## config.mk

```make
export PLATFORM = sky130hd
export DESIGN_NAME = i2c_line_filter
export DESIGN_NICKNAME = d
export VERILOG_FILES = /design/src/design/i2c_line_filter.sv
export SDC_FILE = /design/constraint.sdc
export NUM_CORES = 1
export LEC_CHECK = 0
export BUFFER_PORTS_ARGS = -buffer_cell sky130_fd_sc_hd__buf_2
export CAP_MARGIN = 20
export CORE_MARGIN = 4
export CORE_UTILIZATION = 53
export CTS_CLUSTER_DIAMETER = 150
export DETAILED_ROUTE_END_ITERATION = 8
export GPL_TIMING_DRIVEN = 0
export PLACE_DENSITY_LB_ADDON = 0.05
export SLEW_MARGIN = 25
export SYNTH_ARGS = -nofsm -noshare
export SYNTH_HDL_FRONTEND = slang
export SYNTH_SLANG_ARGS = --single-unit
```

## constraint.sdc

```tcl
create_clock -name CLOCK -period 2.7 [get_ports CLOCK]
set_input_delay 0.54 -clock CLOCK [delete_from_list [all_inputs] [get_ports CLOCK]]
set_output_delay 0.54 -clock CLOCK [all_outputs]
set_load 0.02 [all_outputs]
```

## src/design/i2c_line_filter.sv

```systemverilog
`timescale 1ns/1ps

module i2c_line_filter #(
    parameter int DEBOUNCE_LEN = 10
)
(
    input  logic CLOCK,
    input  logic RESET,
    input  logic scl,
    input  logic sda,
    output logic sda_level,
    output logic scl_rise,
    output logic scl_fall,
    output logic start_seen,
    output logic stop_seen
);

    // line index inside the filter arrays
    localparam int SDA_IDX = 0;
    localparam int SCL_IDX = 1;

    logic [1:0]              raw_line;
    logic [DEBOUNCE_LEN-1:0] pipe [2];
    logic [1:0]              level;
    logic [1:0]              level_prev;

    assign raw_line  = {scl, sda};
    assign sda_level = level[SDA_IDX];

    //////////////////////////////
    // debounce
    //////////////////////////////
    // a held level only moves once every sample in its pipe agrees
    always_ff @(posedge CLOCK)
    begin
        if (RESET)
        begin
            for (int i = 0; i < 2; i++)
            begin
                pipe[i] <= '1;
            end
            level      <= 2'b11;
            level_prev <= 2'b11;
        end
        else
        begin
            for (int i = 0; i < 2; i++)
            begin
                pipe[i] <= {pipe[i][DEBOUNCE_LEN-2:0], raw_line[i]};
                if (&pipe[i])
                begin
                    level[i] <= 1'b1;
                end
                else if (~|pipe[i])
                begin
                    level[i] <= 1'b0;
                end
            end
            level_prev <= level;
        end
    end

    //////////////////////////////
    // edge and condition events
    //////////////////////////////
    always_ff @(posedge CLOCK)
    begin
        if (RESET)
        begin
            scl_rise   <= 1'b0;
            scl_fall   <= 1'b0;
            start_seen <= 1'b0;
            stop_seen  <= 1'b0;
        end
        else
        begin
            scl_rise   <= level[SCL_IDX] & ~level_prev[SCL_IDX];
            scl_fall   <= ~level[SCL_IDX] & level_prev[SCL_IDX];
            // sda moving while scl stays high
            start_seen <= level[SCL_IDX] & level_prev[SCL_IDX]
                        & ~level[SDA_IDX] & level_prev[SDA_IDX];
            stop_seen  <= level[SCL_IDX] & level_prev[SCL_IDX]
                        & level[SDA_IDX] & ~level_prev[SDA_IDX];
        end
    end

endmodule

```

==> flow_summary_export.csv, run 1 <==
group,metric,value,unit
global_routing,grt_pass1_vias,533,
detailed_routing,routed-via-count,534,
sta,fin_skew,5.650,ps
power_and_ir_drop,ir_drop,0.0004054,V
setup_path,rr_startpoint,"pipe[0][11]$_SDFF_PP1_",
detailed_routing,wl,1114,um
setup_path,r2r_setup_slack,1580,ps
detailed_routing,routedLengthMet1,598,um
detailed_routing,wl_met3,49,um
sta,worst_hold_slack,397.0,ps
setup_path,endpoint_kind,"primary output",
detailed_routing,wl_met2,453,um
setup_path,slowest_stage,"dfxtp_1",
placed_design,hpwl,814.7,um
yosys,synth_area_leaders,"dfxtp_1 64%, or2_1 10%, nor4_2 5.7%",
setup_path,critPathKind,"flip-flop to primary output",
cts,cts_resized,0,
min_path,hold_depth,2,
setup_path,max_stage_delay,410,ps
yosys,synth_area_per_cell,11.46,sq um
floorplan,start_util,57.14,%
global_routing,antenna_found_initial,0,
cts,cts.path.max_buffers,2,
detailed_routing,drt_iter0_markers,3,
sta,maxSlewViolCount,0,
cts,insertion_delay,310,ps
sta,relSlewSlack,77.31,%
setup_path,cp_max_fo,5,
floorplan,die_y,48.54,um
cts,cts_root_buf,"clkbuf_4",
setup_path,arrival,900,ps
cts,cts_post_setup_buffers_inserted,0,
detailed_routing,drc,0,
global_routing,grt_max_degree,16,
yosys,yosysSeqAreaShare,64.37,%
global_routing,grt_pass1_wl,2097,um
sta,worst_slew_pin_slew,340.4,ps
detailed_routing,final_antenna_net_count,0,
setup_path,cp_top_family,"flip-flops",
cells_and_area,fillers,136,
cells_and_area,final_area,967.2,sq um
min_path,hold_start,"scl",
setup_path,path_cells,"buf_2",
setup_path,worst_ep_required_time,2160,ps
placed_design,place_congestion,0.6228,
min_path,hold_end,"pipe[0][10]$_SDFF_PP1_",
setup_path,crit_buf_inv,1,
setup_path,rr_worst_depth,3,
cts,cts_sinks,28,
sta,rsz0062_at_grt,"false",
yosys,synth.distinct_cells,14,
sta,setup_viol,0,
global_routing,grt_util_all_layers,11.18,%
setup_path,reg2reg_to,"level[1]$_SDFFE_PP1N_",
placed_design,place_inst,100,
status,run_status,"complete, no violations",
yosys,synth_edf_count,0,
detailed_routing,wl_per_cell,10.71,um
global_routing,overflow,0,
detailed_routing,highest_layer,"met4",
yosys,synth_top_cells_by_count,"28 x dfxtp_1, 14 x or2_1, 8 x or2_2, 4 x nand4_1, 4 x nor4_2",
yosys,synth_largest_area_cell,"dfxtp_1",
cells_and_area,drive_above_1_share,27.27,%
sta,setup_tns,0,ps
run,cap_violations,0,
cts,htreeDepth,1,
yosys,synth_fp_nets,80,
yosys,yosysMostFrequentCell,"dfxtp_1",
min_path,hp-class,"input pin to flip-flop",
cts,cts_tree,"done",
cells_and_area,area_delta_synth_final,11.06,%
yosys,synth-seq-cells,28,
yosys,syn-cell-area,870.8,sq um
power_and_ir_drop,powerDensity,647.2,nW/um^2
cells_and_area,final-instance-count-excl-fill,104,
cells_and_area,diodes,0,
cts,cts_made_buffers,3,
floorplan,coreArea,1524,sq um
floorplan,rows,14,
sta,fin_crit,1440,ps
setup_path,cp-start-kind,"flip-flop",
cts,clk_pin_slew,130,ps
detailed_routing,viasPerCell,5.135,
floorplan,ios,9,
sta,fin_crit_sh,53.35,%
power_and_ir_drop,p_leak,0.0003734,uW
placed_design,io_buffer_count,8,
sta,hold_viol_final,0,
cts,hold_buffers,0,
yosys,postSynthCellCount,76,
yosys,synthArstFlopShare,0,%
detailed_routing,drt-pass1-iter-count,2,
sta,fmax,694.2,MHz
yosys,synth_top_area_share,64.37,%
floorplan,fp.dieW,48.54,um
yosys,dominantRegCellSynth,"dfxtp_1",
floorplan,die_area,2356,sq um
cells_and_area,fin_nets,93,
placed_design,dpl_cell_area,930.9,sq um
yosys,yosysWarningCount,0,
logic make-up after synthesis:
family	Yosys count	share of synthesized area, %
AOI/OAI and AO/OA	2	2.012
buffers and inverters	3	1.293
DFF	28	64.37
and+or+nand+nor	43	32.33
worst max-delay path by stage:
stage                                     start                      to  slack [ps]  depth (start not counted)
after detailed placement                  RESET   pipe[0][5]$_SDFF_PP1_        1410                          3
final                     level[0]$_SDFFE_PP1N_               sda_level        1260                          1
after CTS                 level[0]$_SDFFE_PP1N_               sda_level        1240                          1
after floorplan                           RESET   pipe[0][6]$_SDFF_PP1_        1650                          2
after global placement                    RESET  pipe[0][11]$_SDFF_PP1_        1410                          3
after global routing      level[0]$_SDFFE_PP1N_               sda_level        1180                          1
per-layer routing:
layer / up-vias / track usage [%]
met5: - / 0
met4: 0 / 6.726
met3: 2 / 2.761
met2: 8 / 16.96
met1: 245 / 14.15
li1: 279 / -
layout by cell type (no fill, tap or decap):
cell	netlist	layout
nor2_1	3	3
nor3b_1	3	3
clkbuf_1	2	2
nand3b_1	1	1
dfxtp_1	28	28
clkbuf_8	0	1
nand4_1	4	4
or2_2	8	8
clkbuf_4	0	3
buf_2	0	8
a211o_1	2	2
nor3_1	2	2
inv_1	1	1
nand2_1	2	2
nor4_2	4	4
or2_1	14	14
nand3_1	2	2
where the power goes:
group | internal [uW] | switching, uW | total (uW)
sequential | 418 | 3.90 | 422
clock | 82.3 | 107 | 189
combinational | 7.18 | 7.79 | 15.0
registers in the layout, indices dropped and copies added, names as in the netlist:
signal,cells
pipe,20
level,2
level_prev,2
scl_fall,1
scl_rise,1
start_seen,1
stop_seen,1
stage by stage:
step                utilization [%]  setup WS [ps]  total power [uW]
global route                  63.46           1183             657.9
global placement              61.08           1408             446.1
finish                        63.46           1260             626.0
floorplan                         -           1646             440.2
CTS                           63.46           1240             636.9
detailed placement            61.08           1407             446.2
cell type report:
type / count / area (sq um) / share of cell area (%)
flip-flops and latches: 28 / 560.5 / 57.96
multi-input cells: 45 / 299.0 / 30.92
plain buffers: 2 / 7.507 / 0.7762
inverters: 1 / 3.754 / 0.3881
well taps: 16 / 20.02 / 2.070
repair buffers: 8 / 40.04 / 4.140
clock buffers: 4 / 36.28 / 3.752
Note: power is estimated with default switching activity, not from simulation.
==> run 2, diff against run 1 <==
Settings changed: ABC_AREA from default to 1, CORE_UTILIZATION 53 to 49.
Clock period 2.7 ns to 1.3 ns, I/O delays scaled along.
==> run 2 against run 1 <==
Final cell count up 35%. Total power increased by 140%. Global-route usage rose by 0.11 points. Synthesized cell count rose by 37%. Critical endpoint unchanged.
==> flow_summary_export.csv, run 2 <==
group,metric,value,unit
status,run_status,"complete, no violations",
setup_path,cp_max_fo,3,
setup_path,crit_buf_inv,1,
yosys,yosysMostFrequentCell,"dfxtp_1",
setup_path,cp-start-kind,"flip-flop",
detailed_routing,wl,1240,um
detailed_routing,viasPerCell,4.307,
sta,fin_crit,1120,ps
global_routing,grt_util_all_layers,11.29,%
yosys,synth_area_per_cell,9.071,sq um
yosys,synth_edf_count,0,
yosys,postSynthCellCount,104,
yosys,synthArstFlopShare,0,%
detailed_routing,drt_iter0_markers,8,
yosys,synth_top_family_by_area,"simple AND/OR/NAND/NOR gates",
sta,maxSlewViolCount,0,
setup_path,max_stage_delay,370,ps
sta,fin_crit_sh,86.15,%
yosys,synth-seq-cells,28,
yosys,synth_area_leaders,"dfxtp_1 59%, or2_1 11%, nand2_1 8.8%",
sta,worst_hold_slack,97.79,ps
run,cap_violations,0,
setup_path,worst_ep_required_time,1040,ps
yosys,synth_fp_nets,108,
yosys,synth_largest_area_cell,"dfxtp_1",
power_and_ir_drop,powerDensity,1385,nW/um^2
cts,cts_made_buffers,3,
setup_path,path_cells,"buf_2",
floorplan,rows,15,
sta,setup_tns,0,ps
sta,hold_viol_final,0,
yosys,yosysWarningCount,0,
global_routing,antenna_found_initial,0,
cells_and_area,final_cell_mix,"28 x dfxtp_1, 22 x nand2_1, 16 x or2_1",
yosys,synth.distinct_cells,12,
placed_design,place_congestion,0.7168,
placed_design,dpl_cell_area,1010,sq um
yosys,synth_fa_ha_area_share,0,%
min_path,hp-class,"input pin to flip-flop",
floorplan,start_util,52.91,%
setup_path,critPathKind,"flip-flop to primary output",
setup_path,path_depth,1,
cells_and_area,area_delta_synth_final,12.60,%
placed_design,hpwl,905,um
cts,cts.path.max_buffers,2,
cells_and_area,largest_register_ffs,20,
yosys,synthXorXnorAreaFrac,0,%
power_and_ir_drop,ir_drop,0.0008511,V
cells_and_area,regArea,560.5,sq um
floorplan,ios,9,
setup_path,rr_worst_depth,4,
sta,rsz0062_at_grt,"false",
yosys,yosys.area_share.simple,31.96,%
cts,insertion_delay,320,ps
global_routing,grt_pass1_wl,2249,um
cts,cts_post_setup_buffers_inserted,0,
cells_and_area,fin_nets,120,
setup_path,arrival,860,ps
cells_and_area,final_area,1062,sq um
sta,relSlewSlack,88.41,%
cells_and_area,diodes,0,
yosys,synth_compound_area_share,1.061,%
yosys,yosysSeqAreaShare,59.42,%
detailed_routing,final_antenna_net_count,0,
cts,htreeDepth,1,
yosys,synth_top_area_share,59.42,%
cts,clk_pin_slew,140,ps
floorplan,die_y,51.88,um
detailed_routing,drt-pass1-iter-count,2,
floorplan,fp.dieW,51.88,um
global_routing,grt_max_degree,17,
cts,cts_root_buf,"clkbuf_4",
cts,cts_sinks,28,
sta,worst_slew_pin_slew,172.6,ps
cells_and_area,drive_above_1_share,14.78,%
sta,setup_viol,0,
detailed_routing,wl_per_cell,8.857,um
yosys,synth_top_cells_by_count,"28 x dfxtp_1, 22 x nand2_1, 16 x or2_1, 12 x nor2_1, 10 x inv_1",
cells_and_area,top_regs,"pipe (20), level (2), level_prev (2)",
yosys,syn-cell-area,943.4,sq um
min_path,hold_depth,2,
sta,fin_skew,8.095,ps
detailed_routing,drc,0,
sta,fmax,892.9,MHz
placed_design,io_buffer_count,7,
yosys,synth_mux_area_share,0,%
floorplan,coreArea,1783,sq um
global_routing,grt_pass1_vias,545,
yosys,dominantRegCellSynth,"dfxtp_1",
floorplan,die_area,2692,sq um
cts,cts_tree,"done",
cells_and_area,top_register,"pipe",
cells_and_area,fillers,165,
setup_path,slowest_stage,"dfxtp_1",
global_routing,overflow,0,
setup_path,cp_top_family,"flip-flops",
detailed_routing,routed-via-count,603,
power_and_ir_drop,p_leak,0.0005210,uW
cts,hold_buffers,0,
cts,cts_resized,0,
cells_and_area,multi_input_area,311.5,sq um
setup_path,endpoint_kind,"primary output",
cells_and_area,layout_commonest_cell,"dfxtp_1",
run 2: cell count changes after synthesis, moves of 3 or more:
cell,delta
inv_1,+9
nand2_1,+20
nand3_1,+5
nand4_1,-4
nor2_1,+9
nor3b_1,-3
nor4_2,-4
or2_2,-8
run 2: final timing paths:
kind,startpoint,to,slack [ps]
worst min register to register,level_prev[1]$_SDFF_PP1_,scl_rise$_SDFF_PP0_,460
worst max-delay path,level[0]$_SDFFE_PP1N_,sda_level,180
worst min-delay path,sda,pipe[0][0]$_SDFF_PP1_,100
worst max register to register,pipe[0][11]$_SDFF_PP1_,level[1]$_SDFFE_PP1N_,490
run 2: final cells by class:
class,count,share of cell area (%)
Buffer,2,2.120
Clock buffer,3,2.120
Clock inverter,1,2.827
Inverter,11,4.594
Multi-Input combinational cell,63,29.33
Sequential cell,28,52.77
Tap cell,25,2.945
Timing Repair Buffer,7,3.298
run 2: where the power goes:
group	switching [uW]	internal (uW)	leakage (uW)
registers	6.03	868	0.000228
clock network	240	312	0.0000279
logic	24.3	21.5	0.000265
run 2: cell families after synthesis:
logic type      after synthesis
buf+inv                      13
compound gates                2
flops                        28
simple gates                 61
run 2: stage by stage:
step	util (%)	total power, uW	std cells	worst slack (ps)
floorplan	-	928.8	104	468.7
global placement	56.63	939.5	136	504.9
detailed placement	56.63	940.2	136	505.9
CTS	59.58	1497	140	161.1
global route	59.58	1537	140	136.4
finish	59.58	1471	140	180.0
run 2: layer usage:
layer  wire [um]  GRT usage, %  vias to the layer above
li1            -             -                      337
met1         665         15.23                      251
met2         484         16.32                       11
met3          64         2.579                        4
met4          26         6.550                        0
met5           0             0                        -
