## src/design/i2c_target_pkg.sv

```systemverilog
package i2c_target_pkg;

    // bus and register widths
    typedef logic [7:0]  byte_t;
    typedef logic [7:0]  reg_addr_t;
    typedef logic [15:0] config_word_t;
    typedef logic [2:0]  host_addr_t;

    //////////////////////////////
    // register map
    //////////////////////////////
    localparam int        CONFIG_WORDS = 4;
    localparam reg_addr_t ID_BASE      = 8'd8;
    localparam int        ID_COUNT     = 4;

    // identity bytes at addresses 8 to 11
    localparam byte_t ID_BYTES [ID_COUNT] = '{8'h10, 8'h20, 8'h30, 8'h40};

    localparam config_word_t CONFIG_RESET [CONFIG_WORDS] =
        '{16'h8095, 16'h031D, 16'h0000, 16'h0000};

    // any address above the identity bytes
    localparam byte_t UNMAPPED_READ = 8'hFF;

    //////////////////////////////
    // state machines
    //////////////////////////////
    typedef enum logic [2:0] {
        EN_IDLE,
        EN_CONTROL,
        EN_REG_ADDR,
        EN_WRITE_DATA,
        EN_WRITE_ACCESS,
        EN_READ_ACCESS,
        EN_READ_DATA,
        EN_WAIT_STOP
    } engine_state_e;

    typedef enum logic [2:0] {
        SH_IDLE,
        SH_RECV,
        SH_ACK,
        SH_SEND,
        SH_RELEASE
    } shifter_state_e;

endpackage
```

## src/design/i2c_protocol_engine.sv

```systemverilog
`timescale 1ns/1ps

module i2c_protocol_engine
    import i2c_target_pkg::*;
#(
    parameter logic [6:0] TARGET_ADDR = 7'h50
)
(
    input  logic      CLOCK,
    input  logic      RESET,
    input  logic      start_seen,
    input  logic      stop_seen,
    input  byte_t     rx_byte,
    input  logic      bits_done,
    input  logic      byte_done,
    input  logic      acc_ack,
    input  byte_t     acc_rdata,
    output logic      rx_go,
    output logic      tx_go,
    output byte_t     tx_byte,
    output logic      ack_enable,
    output logic      acc_req,
    output logic      acc_write,
    output reg_addr_t acc_addr,
    output byte_t     acc_wdata
);

    engine_state_e state;
    logic          addr_match;

    assign addr_match = (rx_byte[7:1] == TARGET_ADDR);

    always_ff @(posedge CLOCK)
    begin
        if (RESET)
        begin
            state      <= EN_IDLE;
            rx_go      <= 1'b0;
            tx_go      <= 1'b0;
            ack_enable <= 1'b0;
            acc_req    <= 1'b0;
            acc_write  <= 1'b0;
            acc_addr   <= '0;
        end
        else
        begin
            rx_go <= 1'b0;
            tx_go <= 1'b0;
            // req drops on ack whatever the bus does meanwhile
            if (acc_req && acc_ack)
            begin
                acc_req <= 1'b0;
            end

            if (start_seen)
            begin
                state      <= EN_CONTROL;
                rx_go      <= 1'b1;
                ack_enable <= 1'b0;
            end
            else if (stop_seen)
            begin
                state      <= EN_IDLE;
                ack_enable <= 1'b0;
            end
            else
            begin
                case (state)
                    EN_CONTROL:
                    begin
                        if (bits_done)
                        begin
                            ack_enable <= addr_match;
                        end
                        if (byte_done)
                        begin
                            ack_enable <= 1'b0;
                            if (!ack_enable)
                            begin
                                state <= EN_IDLE;
                            end
                            else if (rx_byte[0])
                            begin
                                // read from the address stored by the last write
                                state     <= EN_READ_ACCESS;
                                acc_req   <= 1'b1;
                                acc_write <= 1'b0;
                            end
                            else
                            begin
                                state <= EN_REG_ADDR;
                                rx_go <= 1'b1;
                            end
                        end
                    end
                    EN_REG_ADDR:
                    begin
                        if (bits_done)
                        begin
                            ack_enable <= 1'b1;
                        end
                        if (byte_done)
                        begin
                            ack_enable <= 1'b0;
                            acc_addr   <= rx_byte;
                            state      <= EN_WRITE_DATA;
                            rx_go      <= 1'b1;
                        end
                    end
                    EN_WRITE_DATA:
                    begin
                        if (bits_done)
                        begin
                            ack_enable <= 1'b1;
                        end
                        if (byte_done)
                        begin
                            ack_enable <= 1'b0;
                            acc_wdata  <= rx_byte;
                            acc_write  <= 1'b1;
                            acc_req    <= 1'b1;
                            state      <= EN_WRITE_ACCESS;
                        end
                    end
                    EN_WRITE_ACCESS:
                    begin
                        if (acc_ack)
                        begin
                            state <= EN_WAIT_STOP;
                        end
                    end
                    EN_READ_ACCESS:
                    begin
                        if (acc_req && acc_ack)
                        begin
                            tx_byte <= acc_rdata;
                            tx_go   <= 1'b1;
                            state   <= EN_READ_DATA;
                        end
                    end
                    EN_READ_DATA:
                    begin
                        // single byte read, master ack ignored
                        if (byte_done)
                        begin
                            state <= EN_WAIT_STOP;
                        end
                    end
                    default:
                    begin
                        // idle and wait stop only leave on start or stop
                    end
                endcase
            end
        end
    end

    // ack from the bank only ever answers a pending request
    assert property (@(posedge CLOCK) disable iff (RESET)
        $rose(acc_ack) |-> $past(acc_req));

endmodule

```

## config.mk

```make
export PLATFORM = sky130hd
export DESIGN_NAME = i2c_protocol_engine
export DESIGN_NICKNAME = d
export VERILOG_FILES = /design/src/design/i2c_target_pkg.sv /design/src/design/i2c_protocol_engine.sv
export SDC_FILE = /design/constraint.sdc
export NUM_CORES = 1
export LEC_CHECK = 0
export BUFFER_PORTS_ARGS = -buffer_cell sky130_fd_sc_hd__buf_2
export CAP_MARGIN = 25
export CORE_MARGIN = 2
export CORE_UTILIZATION = 45
export DETAILED_ROUTE_END_ITERATION = 10
export PLACE_DENSITY = 0.84
export REMOVE_ABC_BUFFERS = 1
export SLEW_MARGIN = 20
export SYNTH_ARGS = -nofsm -noshare
export SYNTH_HDL_FRONTEND = slang
export SYNTH_SLANG_ARGS = --single-unit
```

## constraint.sdc

```tcl
create_clock -name CLOCK -period 3.51 [get_ports CLOCK]
set_input_delay 0.702 -clock CLOCK [delete_from_list [all_inputs] [get_ports CLOCK]]
set_output_delay 0.702 -clock CLOCK [all_outputs]
set_load 0.005 [all_outputs]
```

==> results of run 1 <==
## power by group through the flow
stage	clock network (uW)	logic [uW]	registers [uW]
after CTS	241	34.7	396
after global routing	257	38.6	396
final	235	34.8	396
after detailed placement	0	34.6	404
after floorplan	0	11.3	404
after global placement	0	33.6	404
## worst max-delay path, cell delays in order (launching register included)
cell,delay [ns]
dfxtp_1,0.63
nor4bb_1,0.93
nand3_1,0.19
a21oi_1,0.18
## area by class of cell
type | instances | area, um^2
Tap cell | 31 | 38.8
Clock buffer | 8 | 68.8
Multi-Input combinational cell | 68 | 438
Fill cell | 232 | 1120
Timing Repair Buffer | 51 | 255
Inverter | 4 | 15.0
Sequential cell | 32 | 801
## cells by family (layout without fill, tap and decap cells)
| logic type | after synthesis | after routing |
|---|---|---|
| AND/OR/NAND/NOR | 35 | 35 |
| AO/OA/AOI/OAI | 33 | 33 |
| flip-flops | 32 | 32 |
| buffers and inverters | 10 | 63 |
## stage by stage
step	total power, uW	hold WS [ns]	setup WS [ns]
floorplan	415	0.464	1.73
global placement	438	0.463	1.43
detailed placement	439	0.468	1.38
CTS	671	0.481	1.57
global route	692	0.510	1.39
finish	666	0.480	1.51
## sequential cells by signal, indices dropped and copies added, names as in the netlist
name,flops
acc_addr,8
acc_req,1
acc_wdata,8
acc_write,1
ack_enable,1
rx_go,1
state,3
tx_byte,8
tx_go,1
## routing by layer
metal  track usage  vias up  part of all wire
li1              -      525                 -
met1         0.214      491              0.43
met2         0.268       55              0.47
met3        0.0522        5             0.083
met4        0.0997        0             0.019
met5             0        -                 0
## cells in the final DEF (no fill, tap or decap), types with 2 or more instances in the layout
cell / count
clkbuf_4: 5
buf_2: 51
dfxtp_1: 16
edfxtp_1: 16
and3_1: 3
a21oi_1: 14
o21ai_0: 9
nand3_1: 9
nor2_1: 2
and3b_1: 3
nor4bb_1: 4
o22ai_1: 2
nand3b_1: 2
inv_1: 4
clkbuf_8: 2
## worst paths after layout
kind	slack, ns	cells after the start	end	startpoint
hold reg to reg	0.48	2	acc_addr[0]	acc_addr[0]
setup / recovery	1.51	3	acc_addr[2]	state[1]
setup reg to reg	1.51	3	acc_addr[2]	state[1]
hold / removal	0.48	2	acc_addr[0]	acc_addr[0]
==> impl_metrics.py, run 1 <==
metrics = {
    "grt": {
        "globalRoute.totalOverflow": 0,
        "grtUsageTotal": 0.173,
        "grt_pass1_wl_um": 4220,
        "antenna_found_initial": 0,
        "grt_pass1_vias": 945,
        "grt_max_degree": 18,
    },
    "floorplan": {
        "io_pins": 52,
        "initial_core_util": 0.467,
        "dieWidth_um": 57.3,
        "die_h_um": 57.3,
        "core-area_mm2": 0.00273,
        "core.rowCount": 19,
        "dieArea_mm2": 0.00328,
    },
    "drt": {
        "via_per_inst": 5.55,
        "ant_nets": 0,
        "route.detailed.drc": 0,
        "wl_per_cell_um": 14.1,
        "first_pass_iters": 4,
        "drt-total-wl_um": 2730,
        "drtIter0Drc": 50,
        "vias": 1076,
    },
    "yosys": {
        "yosys.area_share.adder": 0,
        "yosys.area.top_type": "edfxtp_1",
        "synth_compound_area_frac": 0.151,
        "synthMuxAreaShare": 0,
        "synth_top_cell_area_share": 0.376,
        "synth_edf_count": 16,
        "async_flop_share": 0,
        "avgSynthCellArea_um2": 11.6,
        "synth_common_cells": "dfxtp_1, edfxtp_1, a21oi_1, nand3_1, o21ai_0",
        "ys_seq_elements": 32,
        "synth-simple-area-share": 0.192,
        "syn-instance-count": 110,
        "synth-seq-area-share": 0.627,
        "synthTopCellsByArea": "edfxtp_1, dfxtp_1, a21oi_1",
        "synth_warnings": 0,
        "synth_ff_type": "edfxtp_1",
        "netlist_area_mm2": 0.00128,
        "synth_xor_area_frac": 0,
        "synth.distinct_cells": 34,
        "synth_top_family_by_area": "simple AND/OR/NAND/NOR gates",
    },
    "timing": {
        "min_period_ns": 2.00,
        "relSlewSlack": 0.319,
        "fmaxAchievable_mhz": 501,
        "drv_slew": 0,
        "fin_setup_tns_ns": 0,
        "fin_skew_ns": 0.00569,
        "rsz0062_at_grt": "no",
        "finalCritPeriodShare": 0.569,
        "worst_pin_slew_ns": 1.01,
        "finalSetupViolations": 0,
        "hold_viol_final": 0,
    },
    "min_path": {
        "hold_class": "flop to flop",
    },
    "cts": {
        "cts_tree": "yes",
        "cts_hold_buf": 0,
        "worstSkewPairLatency_ns": 0.33,
        "cts_root_buf": "clkbuf_4",
        "cts.sinks": 32,
        "cts_setup_buffers": 0,
        "clkTransAtPathRegs_ns": 0.09,
        "numCtsBuffers": 5,
        "post_cts_resized": 0,
        "htreeDepth": 2,
        "cts_buffer_depth": 2,
    },
    "placed_design": {
        "port_buffers": 51,
        "dp_cells": 186,
        "gp_congestion": 0.761,
        "placed_area_mm2": 0.00155,
        "dpl.hpwl_um": 2030,
    },
    "critical_path": {
        "endpoint_kind": "flop",
        "startpoint_type": "flop",
        "crit_fanout": 17,
        "path_class": "flop to flop",
        "worst-endpoint-required_ns": 3.77,
        "cp_data_arrival_time_ns": 2.25,
    },
    "power": {
        "switching_share": 0.210,
        "power_density_mw_per_mm2": 412,
        "pwr-share-clk": 0.354,
        "switching_power_uw": 140,
        "combPwrFrac": 0.052,
        "total_leakage_power_uw": 0.000660,
        "ir_drop_v": 0.000309,
        "p_seq_frac": 0.594,
        "internal_power_uw": 526,
    },
    "cells_and_area": {
        "fin_util": 0.591,
        "diodes": 0,
        "drive_above_1_share": 0.368,
        "postLayoutCellArea_mm2": 0.00162,
        "area_growth_syn_to_layout_pct": 26.5,
        "nets": 185,
        "finalNonFillerCells": 194,
    },
    "run": {
        "drv_cap": 0,
    },
    "status": {
        "status": "finished, final reports clean",
    },
}
Power figures use the tool's default switching activity.
==> run 2, diff against run 1 <==
ABC_AREA = 1   (was not set)
clock period = 2.1 ns   (was 3.51 ns; I/O delays follow)
==> run 2 against run 1 <==
Sequential power is 67% higher. Sequential share of layout area shrank 1.7 points. Combinational power rose by 73%. Synthesized cell count rose by 23%. Area after synthesis rose by 3.2%. Design area increased by 3.5%. Count of clock-buffer cells in the layout down 3. Clock skew increased by 0.0088 ns. Register-to-register slack got worse by 1.2 ns. Non-clock buffer count grew 2. Maximum frequency rose by 13%. Clock power is 91% higher. Largest cell class unchanged. Highest routed layer unchanged.
==> impl_metrics.py, run 2 <==
metrics = {
    "timing": {
        "drv_slew": 0,
        "finalCritPeriodShare": 0.845,
        "min_period_ns": 1.78,
        "fmaxAchievable_mhz": 563,
        "hold_viol_final": 0,
        "fin_skew_ns": 0.0144,
        "rsz0062_at_grt": "no",
        "finalSetupViolations": 0,
        "fin_setup_tns_ns": 0,
        "relSlewSlack": 0.600,
        "setup_slack_ns": 0.325,
        "worst_pin_slew_ns": 0.596,
    },
    "drt": {
        "first_pass_iters": 4,
        "vias": 1175,
        "ant_nets": 0,
        "drt-total-wl_um": 2880,
        "route.detailed.drc": 0,
        "drtIter0Drc": 41,
        "via_per_inst": 5.25,
        "wl_per_cell_um": 12.8,
    },
    "placed_design": {
        "place_ws_ns": 0.318,
        "dpl.hpwl_um": 2200,
        "port_buffers": 51,
        "gp_congestion": 0.902,
        "dp_cells": 216,
    },
    "grt": {
        "grt_pass1_wl_um": 4680,
        "antenna_found_initial": 0,
        "globalRoute.totalOverflow": 0,
        "grt_pass1_vias": 1085,
        "grt_max_degree": 12,
        "grtUsageTotal": 0.190,
    },
    "floorplan": {
        "core-area_mm2": 0.00278,
        "io_pins": 52,
        "initial_core_util": 0.474,
        "die_h_um": 58.1,
        "core.rowCount": 19,
        "dieArea_mm2": 0.00338,
        "dieWidth_um": 58.1,
    },
    "cells_and_area": {
        "diodes": 0,
        "regArea_um2": 801,
        "reg.largest.list": "acc_addr: 8 flops, acc_wdata: 8 flops, tx_byte: 8 flops",
        "nets": 215,
        "finalNonFillerCells": 224,
        "n_fill_cell": 243,
        "final_cell_mix": "buf_2, nor2_1, nand2_1, dfxtp_1, edfxtp_1",
        "fin_util": 0.601,
        "final_common_cell": "buf_2",
        "area_growth_syn_to_layout_pct": 26.8,
        "drive_above_1_share": 0.363,
        "multi_input_area_um2": 435,
    },
    "yosys": {
        "yosys.area.top_type": "edfxtp_1",
        "avgSynthCellArea_um2": 9.77,
        "synth-seq-area-share": 0.607,
        "synth_ff_type": "edfxtp_1",
        "netlist_area_mm2": 0.00132,
        "yosysMostFrequentCell": "nor2_1",
        "synthTopCellsByArea": "edfxtp_1, dfxtp_1, nor2_1",
        "synth_edf_count": 16,
        "syn-instance-count": 135,
        "async_flop_share": 0,
        "synth_top_cell_area_share": 0.364,
        "synth.distinct_cells": 22,
        "ys_seq_elements": 32,
        "synth_warnings": 0,
        "synth_common_cells": "nor2_1, dfxtp_1, edfxtp_1, nand2_1, inv_1",
    },
    "critical_path": {
        "startpoint_type": "flop",
        "r2r-end": "acc_addr[2]",
        "cp_data_arrival_time_ns": 2.01,
        "endpoint_kind": "flop",
        "worst-endpoint-required_ns": 2.33,
        "crit_fanout": 11,
        "r2r-start": "state[1]",
        "crit_start": "state[1]",
        "path_class": "flop to flop",
        "r2r_slack_ns": 0.32,
        "rr_worst_depth": 5,
        "endpoint": "acc_addr[2]",
    },
    "min_path": {
        "hold_class": "primary input to flop",
    },
    "cts": {
        "htreeDepth": 2,
        "cts.sinks": 32,
        "cts_root_buf": "clkbuf_4",
        "worstSkewPairLatency_ns": 0.33,
        "cts_setup_buffers": 0,
        "cts_tree": "yes",
        "cts_buffer_depth": 2,
        "post_cts_resized": 0,
        "clkTransAtPathRegs_ns": 0.10,
        "numCtsBuffers": 5,
        "cts_hold_buf": 0,
    },
    "power": {
        "p_total_uw": 1170,
        "ir_drop_v": 0.000449,
        "power_density_mw_per_mm2": 699,
        "total_leakage_power_uw": 0.000771,
    },
    "run": {
        "drv_cap": 0,
    },
    "status": {
        "status": "finished, final reports clean",
    },
}
run 2: changes by cell type after synthesis, moves of 3 or more:
| cell | change |
|---|---|
| nand4_1 | +3 |
| a21oi_1 | -4 |
| clkbuf_1 | -5 |
| inv_1 | +8 |
| nor4bb_1 | -4 |
| nand2_1 | +15 |
| and3b_1 | -3 |
| and3_1 | -3 |
| nor2_1 | +23 |
run 2: layout make-up:
cell class,instances,area share
repair buffers,53,0.162
well taps,31,0.0232
flip-flops and latches,32,0.479
clock inverters,3,0.0224
clock buffers,5,0.0224
inverters,14,0.0314
multi-input cells,86,0.260
run 2: per-layer routing:
metal  share of wire  global-route usage
met5               0                   0
met4           0.055               0.146
met3            0.11              0.0670
met2            0.45               0.304
met1            0.38               0.205
run 2: cell families (layout without fill, tap and decap cells):
kind of cell | count (synthesis) | in the layout | synth area share
buffers and inverters | 17 | 75 | 0.0626
flip-flops | 32 | 32 | 0.607
AND/OR/NAND/NOR | 63 | 63 | 0.238
AO/OA/AOI/OAI | 23 | 23 | 0.0920
run 2: worst min-delay path by stage:
stage                  from          end  depth (start not counted)
2_1_floorplan       acc_req        tx_go                          2
4_1_cts        acc_rdata[0]   tx_byte[0]                          1
3_5_place_dp    acc_addr[3]  acc_addr[3]                          2
3_3_place_gp     ack_enable   ack_enable                          2
5_1_grt        acc_rdata[0]   tx_byte[0]                          1
6_report       acc_rdata[0]   tx_byte[0]                          1
run 2: through the flow:
stage | hold WS (ns) | cell area [um^2]
after floorplan | 0.488 | 1290
after global placement | 0.498 | 1600
after detailed placement | 0.498 | 1600
after CTS | 0.257 | 1670
after global routing | 0.246 | 1670
final | 0.258 | 1670
run 2: critical path, cell delays in order, from the launching register on:
cell and delay [ns]:
dfxtp_1 0.62, nand3_4 0.14, nor3_2 0.48, inv_1 0.24
nor2_1 0.14, nor2_1 0.05
run 2: power by group:
part           internal [uW]  switching [uW]  total (uW)
Sequential               656            4.43         661
Combinational           25.0            35.1        60.1
Clock                    243             206         449
