==> config.mk <==
export PLATFORM = sky130hd
export DESIGN_NAME = i2c_register_bank
export DESIGN_NICKNAME = d
export VERILOG_FILES = /design/src/design/i2c_target_pkg.sv /design/src/design/i2c_register_bank.sv
export SDC_FILE = /design/constraint.sdc
export NUM_CORES = 1
export LEC_CHECK = 0
export ABC_CLOCK_PERIOD_IN_PS = 2400
export BUFFER_PORTS_ARGS = -buffer_cell sky130_fd_sc_hd__buf_2
export CELL_PAD_IN_SITES_DETAIL_PLACEMENT = 1
export CELL_PAD_IN_SITES_GLOBAL_PLACEMENT = 1
export CORE_UTILIZATION = 43
export CTS_BUF_LIST = sky130_fd_sc_hd__clkbuf_16
export DETAILED_ROUTE_END_ITERATION = 12
export GPL_ROUTABILITY_DRIVEN = 0
export PLACE_DENSITY = 0.83
export SLEW_MARGIN = 10
export SYNTH_ARGS = -nofsm -noshare
export SYNTH_HDL_FRONTEND = slang
export SYNTH_SLANG_ARGS = --single-unit
==> constraint.sdc <==
create_clock -name CLOCK -period 2.4 [get_ports CLOCK]
set_input_delay 0.48 -clock CLOCK [delete_from_list [all_inputs] [get_ports CLOCK]]
set_output_delay 0.48 -clock CLOCK [all_outputs]
set_load 0.02 [all_outputs]
==> src/design/i2c_target_pkg.sv <==
package i2c_target_pkg;

    // bus and register widths
    typedef logic [7:0]  byte_t;
    typedef logic [7:0]  reg_addr_t;
    typedef logic [15:0] config_word_t;
    typedef logic [2:0]  host_addr_t;

    //////////////////////////////
    // register map
    //////////////////////////////
    localparam int        CONFIG_WORDS = 4;
    localparam reg_addr_t ID_BASE      = 8'd8;
    localparam int        ID_COUNT     = 4;

    // identity bytes at addresses 8 to 11
    localparam byte_t ID_BYTES [ID_COUNT] = '{8'h10, 8'h20, 8'h30, 8'h40};

    localparam config_word_t CONFIG_RESET [CONFIG_WORDS] =
        '{16'h8095, 16'h031D, 16'h0000, 16'h0000};

    // any address above the identity bytes
    localparam byte_t UNMAPPED_READ = 8'hFF;

    //////////////////////////////
    // state machines
    //////////////////////////////
    typedef enum logic [2:0] {
        EN_IDLE,
        EN_CONTROL,
        EN_REG_ADDR,
        EN_WRITE_DATA,
        EN_WRITE_ACCESS,
        EN_READ_ACCESS,
        EN_READ_DATA,
        EN_WAIT_STOP
    } engine_state_e;

    typedef enum logic [2:0] {
        SH_IDLE,
        SH_RECV,
        SH_ACK,
        SH_SEND,
        SH_RELEASE
    } shifter_state_e;

endpackage
==> src/design/i2c_register_bank.sv <==
`timescale 1ns/1ps

module i2c_register_bank
    import i2c_target_pkg::*;
(
    input  logic         CLOCK,
    input  logic         RESET,
    input  logic         acc_req,
    input  logic         acc_write,
    input  reg_addr_t    acc_addr,
    input  byte_t        acc_wdata,
    input  logic         rd_en,
    input  host_addr_t   add_in,
    output logic         acc_ack,
    output byte_t        acc_rdata,
    output config_word_t dat_out,
    output logic         mclk_speed,
    output logic         idle_mode,
    output logic [1:0]   mclk_mode,
    output logic [4:0]   rows_delay
);

    localparam int WORD_IDX_W = $clog2(CONFIG_WORDS);
    localparam int ID_IDX_W   = $clog2(ID_COUNT);
    // word holding the decoded fields
    localparam int FIELD_WORD = 1;

    config_word_t          words [CONFIG_WORDS];
    logic                  access;
    logic                  in_config;
    logic                  in_id;
    logic [WORD_IDX_W-1:0] word_idx;
    logic [ID_IDX_W-1:0]   id_idx;
    byte_t                 read_value;

    // first cycle of a request, before the ack goes up
    assign access    = acc_req & ~acc_ack;
    assign in_config = (acc_addr < 2 * CONFIG_WORDS);
    assign in_id     = (acc_addr >= ID_BASE) && (acc_addr < ID_BASE + ID_COUNT);
    assign word_idx  = acc_addr[WORD_IDX_W:1];
    assign id_idx    = ID_IDX_W'(acc_addr - ID_BASE);

    // even address is the high byte
    always_comb
    begin
        if (in_config)
        begin
            read_value = acc_addr[0] ? words[word_idx][7:0] : words[word_idx][15:8];
        end
        else if (in_id)
        begin
            read_value = ID_BYTES[id_idx];
        end
        else
        begin
            read_value = UNMAPPED_READ;
        end
    end

    //////////////////////////////
    // bus access port
    //////////////////////////////
    always_ff @(posedge CLOCK)
    begin
        if (RESET)
        begin
            for (int i = 0; i < CONFIG_WORDS; i++)
            begin
                words[i] <= CONFIG_RESET[i];
            end
        end
        else if (access && acc_write && in_config)
        begin
            if (acc_addr[0])
            begin
                words[word_idx][7:0] <= acc_wdata;
            end
            else
            begin
                words[word_idx][15:8] <= acc_wdata;
            end
        end
    end

    always_ff @(posedge CLOCK)
    begin
        if (RESET)
        begin
            acc_ack <= 1'b0;
        end
        else
        begin
            acc_ack <= acc_req;
        end
    end

    always_ff @(posedge CLOCK)
    begin
        if (access && !acc_write)
        begin
            acc_rdata <= read_value;
        end
    end

    //////////////////////////////
    // host read port
    //////////////////////////////
    always_ff @(posedge CLOCK)
    begin
        if (RESET)
        begin
            dat_out <= '0;
        end
        else if (rd_en)
        begin
            dat_out <= (add_in < CONFIG_WORDS) ? words[add_in[WORD_IDX_W-1:0]] : '0;
        end
    end

    // field decode
    assign mclk_speed = words[FIELD_WORD][0];
    assign idle_mode  = words[FIELD_WORD][1];
    assign mclk_mode  = words[FIELD_WORD][7:6];
    assign rows_delay = words[FIELD_WORD][15:11];

    // four-phase rule, a request from the engine is held until acked
    assert property (@(posedge CLOCK) disable iff (RESET)
        acc_req && !acc_ack |=> acc_req);

endmodule

==> impl_metrics.yaml, run 1 <==
run_status:
  run_status: "complete, no violations"
sta:
  setup_viol: 0
  fin_crit_sh_pct: 86.2
  timing.fmax_mhz: 483
  final.min_clock_period_ns: 2.07
  fin_skew_ns: 0.00758
  slew_viol_final: 0
  rsz0062_at_grt: "false"
  hold_viol_final: 0
  whs_ns: 0.400
  tns_ns: 0
  relSlewSlack_pct: 62.9
  worst_slew_pin_slew_ns: 0.557
worst_setup_path:
  cp.arrival_ns: 2.06
  reg2reg_from: "acc_ack$_SDFF_PP0_"
  start_kind: "input pin"
  reg2reg_depth: 3
  reg2reg_slack_ns: 0.70
  critPathKind: "input pin to flip-flop"
  required_ns: 2.40
  end_kind: "flip-flop"
  reg2reg_to: "words[1][1]$_SDFFCE_PN0P_"
  path_max_fanout: 9
placement:
  dp_cells: 499
  dpl_cell_area_um2: 4910
  io_buffers: 57
  dp_hpwl_um: 8650
drt:
  vias: 2958
  drt_iter0_drc: 206
  ant_nets: 0
  vias_per_cell: 5.74
  first_pass_iters: 4
  wl_per_cell_um: 22.0
  wl_um: 11300
  route.detailed.drc: 0
logic_synthesis:
  synth_seq_cells: 89
  synth_top_family_by_area: "multiplexers"
  synth_area_um2: 4420
  netlist_instances: 317
  synth_simple_gate_area_share_pct: 16.3
  synthAdderAreaFrac_pct: 0.850
  yosysSeqAreaShare_pct: 56.7
  syn-num-nets: 344
  synth_area_leaders: "edfxtp_1 49%, mux4_2 16%, dfxtp_1 7.7%, and2_1 3.5%, nor2b_1 2.5%"
  yosysTopAreaCell: "edfxtp_1"
  yosysUniqueCellTypes: 36
  synthXorXnorAreaFrac_pct: 0
  ys.warnings.count: 0
  synth_compound_area_share_pct: 5.07
  muxShareOfSynthArea_pct: 16.8
  avgSynthCellArea_um2: 13.9
  synth_top_cell_area_share_pct: 49.0
floorplanning:
  die_h_um: 103
  row_count: 36
  start_util_pct: 44.8
  die-area_um2: 10700
  core_area_um2: 9860
  io_pins: 58
  die_w_um: 103
cts:
  clk_pin_slew_ns: 0.06
  root_buffer: "clkbuf_16"
  post_cts.repair.setup_buffers: 0
  cts.sinks: 89
  cts_hold_buf: 0
  clk_path_buf_depth: 2
  cts_resized: 0
  clock_latency_ns: 0.34
  htreeDepth: 3
  cts_tree: "yes"
  cts_buffers: 9
grt:
  grt_pass1_wl_um: 17000
  grt_usage_pct: 23.2
  antenna_found_initial: 0
  grt_pass1_vias: 2921
  grt_max_degree: 28
  overflow: 0
worst_hold_path:
  hold_end: "acc_ack$_SDFF_PP0_"
  hp-start: "acc_req"
  min_path_cells: 2
  worstHoldPathType: "input pin to flip-flop"
layout:
  final_net_count: 404
  multi_input_area_um2: 1720
  regArea_um2: 2500
  nFillCells: 983
  fin_cells: 515
  final_area_um2: 5230
  drive_gt1_share_pct: 37.7
  syn2layout_area_growth_pct: 18.3
  antenna_cells: 0
power_and_ir_drop:
  ir_drop_mv: 0.265
  power_density_nw_per_um2: 676
  leakage_nw: 2.00
  total_power_mw: 3.53
flow_run:
  max-cap-violations: 0
## layout by cell type, fill, tap and decap left out, types with 4 or more instances in the layout
cell type / Yosys / routed
edfxtp_1: 72 / 72
buf_2: 6 / 57
mux4_2: 32 / 32
nor2_1: 26 / 26
and2_1: 25 / 25
nor2b_1: 18 / 18
buf_4: 7 / 18
dfxtp_1: 17 / 17
a21oi_1: 16 / 16
inv_1: 11 / 12
nand2_1: 12 / 12
nor3_2: 10 / 10
clkbuf_16: 0 / 9
nor3_1: 7 / 7
a221o_1: 5 / 5
nor4_2: 4 / 4
nand2b_1: 4 / 4
## cell families after synthesis
group / Yosys count
and+or+nand+nor: 119
buffers and inverters: 40
muxes: 34
DFF: 89
AOI/OAI and AO/OA: 32
adders and majority gates: 3
## sequential cells by signal, indices dropped and copies added, names as in the netlist
name,flops
words,64
acc_rdata,8
acc_ack,1
dat_out,16
## layer usage
layer	wire (µm)	up-vias	share of wire [%]	global-route usage, %
met5	0	-	0	0
met4	177	0	1.6	9.10
met3	485	13	4.3	3.49
met2	5510	115	49	37.2
met1	5150	1523	45	31.9
li1	-	1307	-	-
## worst max-delay path by stage
stage / from / end / slack (ns) / cells past startpoint
5_1_grt: acc_addr[6] / words[1][7]$_SDFFCE_PN0P_ / 0.25 / 4
3_3_place_gp: acc_addr[6] / words[1][7]$_SDFFCE_PN0P_ / 0.04 / 4
3_5_place_dp: acc_addr[6] / words[1][1]$_SDFFCE_PN0P_ / -0.02 / 4
2_1_floorplan: acc_addr[0] / acc_rdata[4]$_DFFE_PP_ / 0.07 / 7
6_report: acc_addr[6] / words[1][1]$_SDFFCE_PN0P_ / 0.33 / 4
4_1_cts: acc_addr[6] / words[1][1]$_SDFFCE_PN0P_ / 0.32 / 4
## worst max-delay path, stage by stage
cell and delay, ns:
buf_2 0.10, or4_4 0.60, or4_1 0.57, nand2b_1 0.32
## cells in the mapped netlist (all sizes together)
library cell / n
edfxtp: 72
mux4: 32
nor2: 26
and2: 25
nor2b: 18
dfxtp: 17
nor3: 17
a21oi: 16
buf: 15
clkbuf: 14
nand2: 12
inv: 11
nor4: 6
a221o: 5
nand2b: 4
a21o: 3
ha: 3
or2: 3
or4: 3
a2bb2oi: 2
a31o: 2
a41o: 2
mux2i: 2
a2111oi: 1
nand3b: 1
nand4bb: 1
nor3b: 1
nor4b: 1
o21a: 1
or3: 1
## final cells by class
type / instances / area share (%)
Sequential cell: 89 / 47.9
Clock inverter: 7 / 1.65
Tap cell: 133 / 3.18
Inverter: 11 / 0.790
Multi-Input combinational cell: 188 / 33.0
Timing Repair Buffer: 78 / 9.20
Clock buffer: 9 / 4.31
## stage by stage
step                worst slack (ns)  util, %
global placement              0.0370     49.8
CTS                            0.323     53.0
floorplan                     0.0685        -
detailed placement           -0.0249     49.8
finish                         0.332     53.0
global route                   0.254     53.0
## where the power goes
group	switching, mW	internal (mW)	total [mW]
clock	0.569	0.902	1.47
combinational	0.190	0.137	0.327
sequential	0.0284	1.71	1.73
total	0.787	2.75	3.53
Power figures use the tool's default switching activity.
==> run 2, diff against run 1 <==
--- a/config.mk
+++ b/config.mk
@@ -5,15 +5,18 @@
 export SDC_FILE = /design/constraint.sdc
 export NUM_CORES = 1
 export LEC_CHECK = 0
+export ABC_AREA = 1
 export ABC_CLOCK_PERIOD_IN_PS = 2400
 export BUFFER_PORTS_ARGS = -buffer_cell sky130_fd_sc_hd__buf_2
+export CAP_MARGIN = 0
 export CELL_PAD_IN_SITES_DETAIL_PLACEMENT = 1
 export CELL_PAD_IN_SITES_GLOBAL_PLACEMENT = 1
-export CORE_UTILIZATION = 43
+export CORE_UTILIZATION = 39
 export CTS_BUF_LIST = sky130_fd_sc_hd__clkbuf_16
 export DETAILED_ROUTE_END_ITERATION = 12
 export GPL_ROUTABILITY_DRIVEN = 0
-export PLACE_DENSITY = 0.83
+export HOLD_SLACK_MARGIN = 0.15
+export PLACE_DENSITY = 0.82
 export SLEW_MARGIN = 10
 export SYNTH_ARGS = -nofsm -noshare
 export SYNTH_HDL_FRONTEND = slang
==> run 2 against run 1 <==
Fmax rose by 8.7%. Sequential share of layout area rose by 0.73 points. Highest routed layer unchanged. Area after synthesis is 0.34% lower. Non-clock buffer count down 4. Global-route usage up 1.5 points. Synthesized cell count up 56%. Largest power group unchanged. Sequential power hardly changed. Largest cell class unchanged. Clock power rose by 3%.
==> impl_metrics.yaml, run 2 <==
sta:
  rsz0062_at_grt: "false"
  tns_ns: 0
  setup_viol: 0
  final.min_clock_period_ns: 1.90
  fin_skew_ns: 0.00644
  fin_crit_sh_pct: 79.2
  relSlewSlack_pct: 58.4
  hold_viol_final: 0
  timing.fmax_mhz: 526
  worst_slew_pin_slew_ns: 0.623
  slew_viol_final: 0
drt:
  wl_um: 13400
  vias: 3854
  vias_per_cell: 5.59
  route.detailed.drc: 0
  first_pass_iters: 4
  wl_per_cell_um: 19.4
  ant_nets: 0
  drt_iter0_drc: 287
layout:
  largest_reg_flops: 64
  layout_commonest_cell: "nor2_1"
  top_regs: "words (64), dat_out (16), acc_rdata (8)"
  drive_gt1_share_pct: 18.7
  final_core_util_pct: 47.1
  antenna_cells: 0
  regMostFlops: "words"
  syn2layout_area_growth_pct: 16.9
  final_net_count: 572
  final_cell_mix: "90 x nor2_1, 73 x o21ai_0, 72 x edfxtp_1"
worst_setup_path:
  end_kind: "flip-flop"
  path_max_fanout: 8
  reg2reg_depth: 6
  required_ns: 2.42
  start_kind: "flip-flop"
  reg2reg_to: "words[1][12]$_SDFFCE_PN0P_"
  crit_path_end: "words[1][12]$_SDFFCE_PN0P_"
  startpoint: "acc_ack$_SDFF_PP0_"
  cp.arrival_ns: 1.92
  reg2reg_from: "acc_ack$_SDFF_PP0_"
  critPathKind: "flip-flop to flip-flop"
  reg2reg_slack_ns: 0.50
power_and_ir_drop:
  clock_power_share_pct: 42.3
  p_switching_uw: 871
  leakage_nw: 2.01
  power_density_nw_per_um2: 698
  p_int_mw: 2.72
  p_sw_share_pct: 24.2
  total_power_mw: 3.59
  p_seq_share_pct: 48.2
  comb_power_share_pct: 9.5
  ir_drop_mv: 0.460
floorplanning:
  die_h_um: 108
  die_w_um: 108
  row_count: 38
  core_area_um2: 10900
  die-area_um2: 11700
  start_util_pct: 40.3
  io_pins: 58
logic_synthesis:
  netlist_instances: 495
  yosysSeqAreaShare_pct: 56.9
  ys.warnings.count: 0
  yosysUniqueCellTypes: 24
  yosysTopAreaCell: "edfxtp_1"
  synth_seq_cells: 89
  synth_area_um2: 4400
  syn-num-nets: 522
  synthArstFlopShare_pct: 0
  synth_commonest_cells: "90 x nor2_1, 73 x o21ai_0, 72 x edfxtp_1, 58 x nand2_1, 52 x a21oi_1"
  synth_edf_count: 72
  synth_top_cell_area_share_pct: 49.1
  avgSynthCellArea_um2: 8.89
  synthMostInstantiatedCell: "nor2_1"
  synth_area_leaders: "edfxtp_1 49%, o21ai_0 8.3%, dfxtp_1 7.7%, nor2_1 7.7%, a21oi_1 5.9%"
  ys.flop_type: "edfxtp_1"
cts:
  htreeDepth: 3
  cts.sinks: 89
  post_cts.repair.setup_buffers: 0
  cts_buffers: 9
  root_buffer: "clkbuf_16"
  cts_tree: "yes"
  cts_resized: 0
  clock_latency_ns: 0.35
  clk_pin_slew_ns: 0.06
  cts_hold_buf: 0
  clk_path_buf_depth: 2
grt:
  overflow: 0
  grt_usage_pct: 24.7
  grt_max_degree: 33
  antenna_found_initial: 0
  grt_pass1_vias: 3790
  grt_pass1_wl_um: 20900
placement:
  io_buffers: 57
  dp_hpwl_um: 9710
flow_run:
  max-cap-violations: 0
worst_hold_path:
  worstHoldPathType: "input pin to flip-flop"
  hp-start: "acc_req"
run_status:
  run_status: "complete, no violations"
## run 2: routing by layer
layer / GRT usage (%) / part of all wire (%) / vias up
met1: 33.4 / 44 / 1904
met5: 0 / 0 / -
met2: 39.7 / 48 / 153
met4: 5.28 / 1.2 / 0
met3: 6.45 / 7.6 / 14
li1: - / - / 1783
## run 2: kinds of logic after synthesis
family | after synthesis | synth area share, %
AND/OR/NAND/NOR | 199 | 20.0
AO/OA/AOI/OAI | 135 | 15.4
flip-flops | 89 | 56.9
buffers and inverters | 69 | 6.88
adder cells (fa/ha/maj) | 3 | 0.853
## run 2: layout make-up
cell class	count	area [µm²]
fill	1311	5790
sequential	89	2500
multi-input combinational	337	1600
timing repair buffer	74	425
clock buffer	9	225
tap	140	175
inverter	34	128
clock inverter	7	93.8
## run 2: worst max-delay path, stage by stage (launching register included)
cell and delay (ns):
dfxtp_1 0.32, inv_1 0.06, and3_1 0.29, nand3_1 0.15, nand2_1 0.25, nand3_2 0.19, nand2_1 0.31
## run 2: worst min path at each step
stage / to / slack, ns / cells after the start
floorplan: dat_out[0]$_SDFFE_PP0P_ / 0.55 / 2
global placement: dat_out[2]$_SDFFE_PP0P_ / 0.45 / 2
detailed placement: dat_out[2]$_SDFFE_PP0P_ / 0.46 / 2
CTS: acc_ack$_SDFF_PP0_ / 0.37 / 3
global route: acc_ack$_SDFF_PP0_ / 0.38 / 3
finish: acc_ack$_SDFF_PP0_ / 0.37 / 3
## run 2: stage by stage
stage | area (µm²) | hold slack [ns] | worst slack [ns] | instances
after floorplan | 4400 | 0.545 | 0.565 | 495
after global placement | 4830 | 0.451 | 0.310 | 674
after detailed placement | 4830 | 0.459 | 0.210 | 674
after CTS | 5150 | 0.371 | 0.504 | 690
after global routing | 5150 | 0.378 | 0.404 | 690
final | 5150 | 0.370 | 0.498 | 690
## run 2: power groups by stage
stage	clock network [mW]	registers (mW)	logic, mW
after floorplan	0	1.78	0.191
after global placement	0	1.76	0.324
after detailed placement	0	1.76	0.335
after CTS	1.53	1.73	0.337
after global routing	1.59	1.73	0.373
final	1.52	1.73	0.340
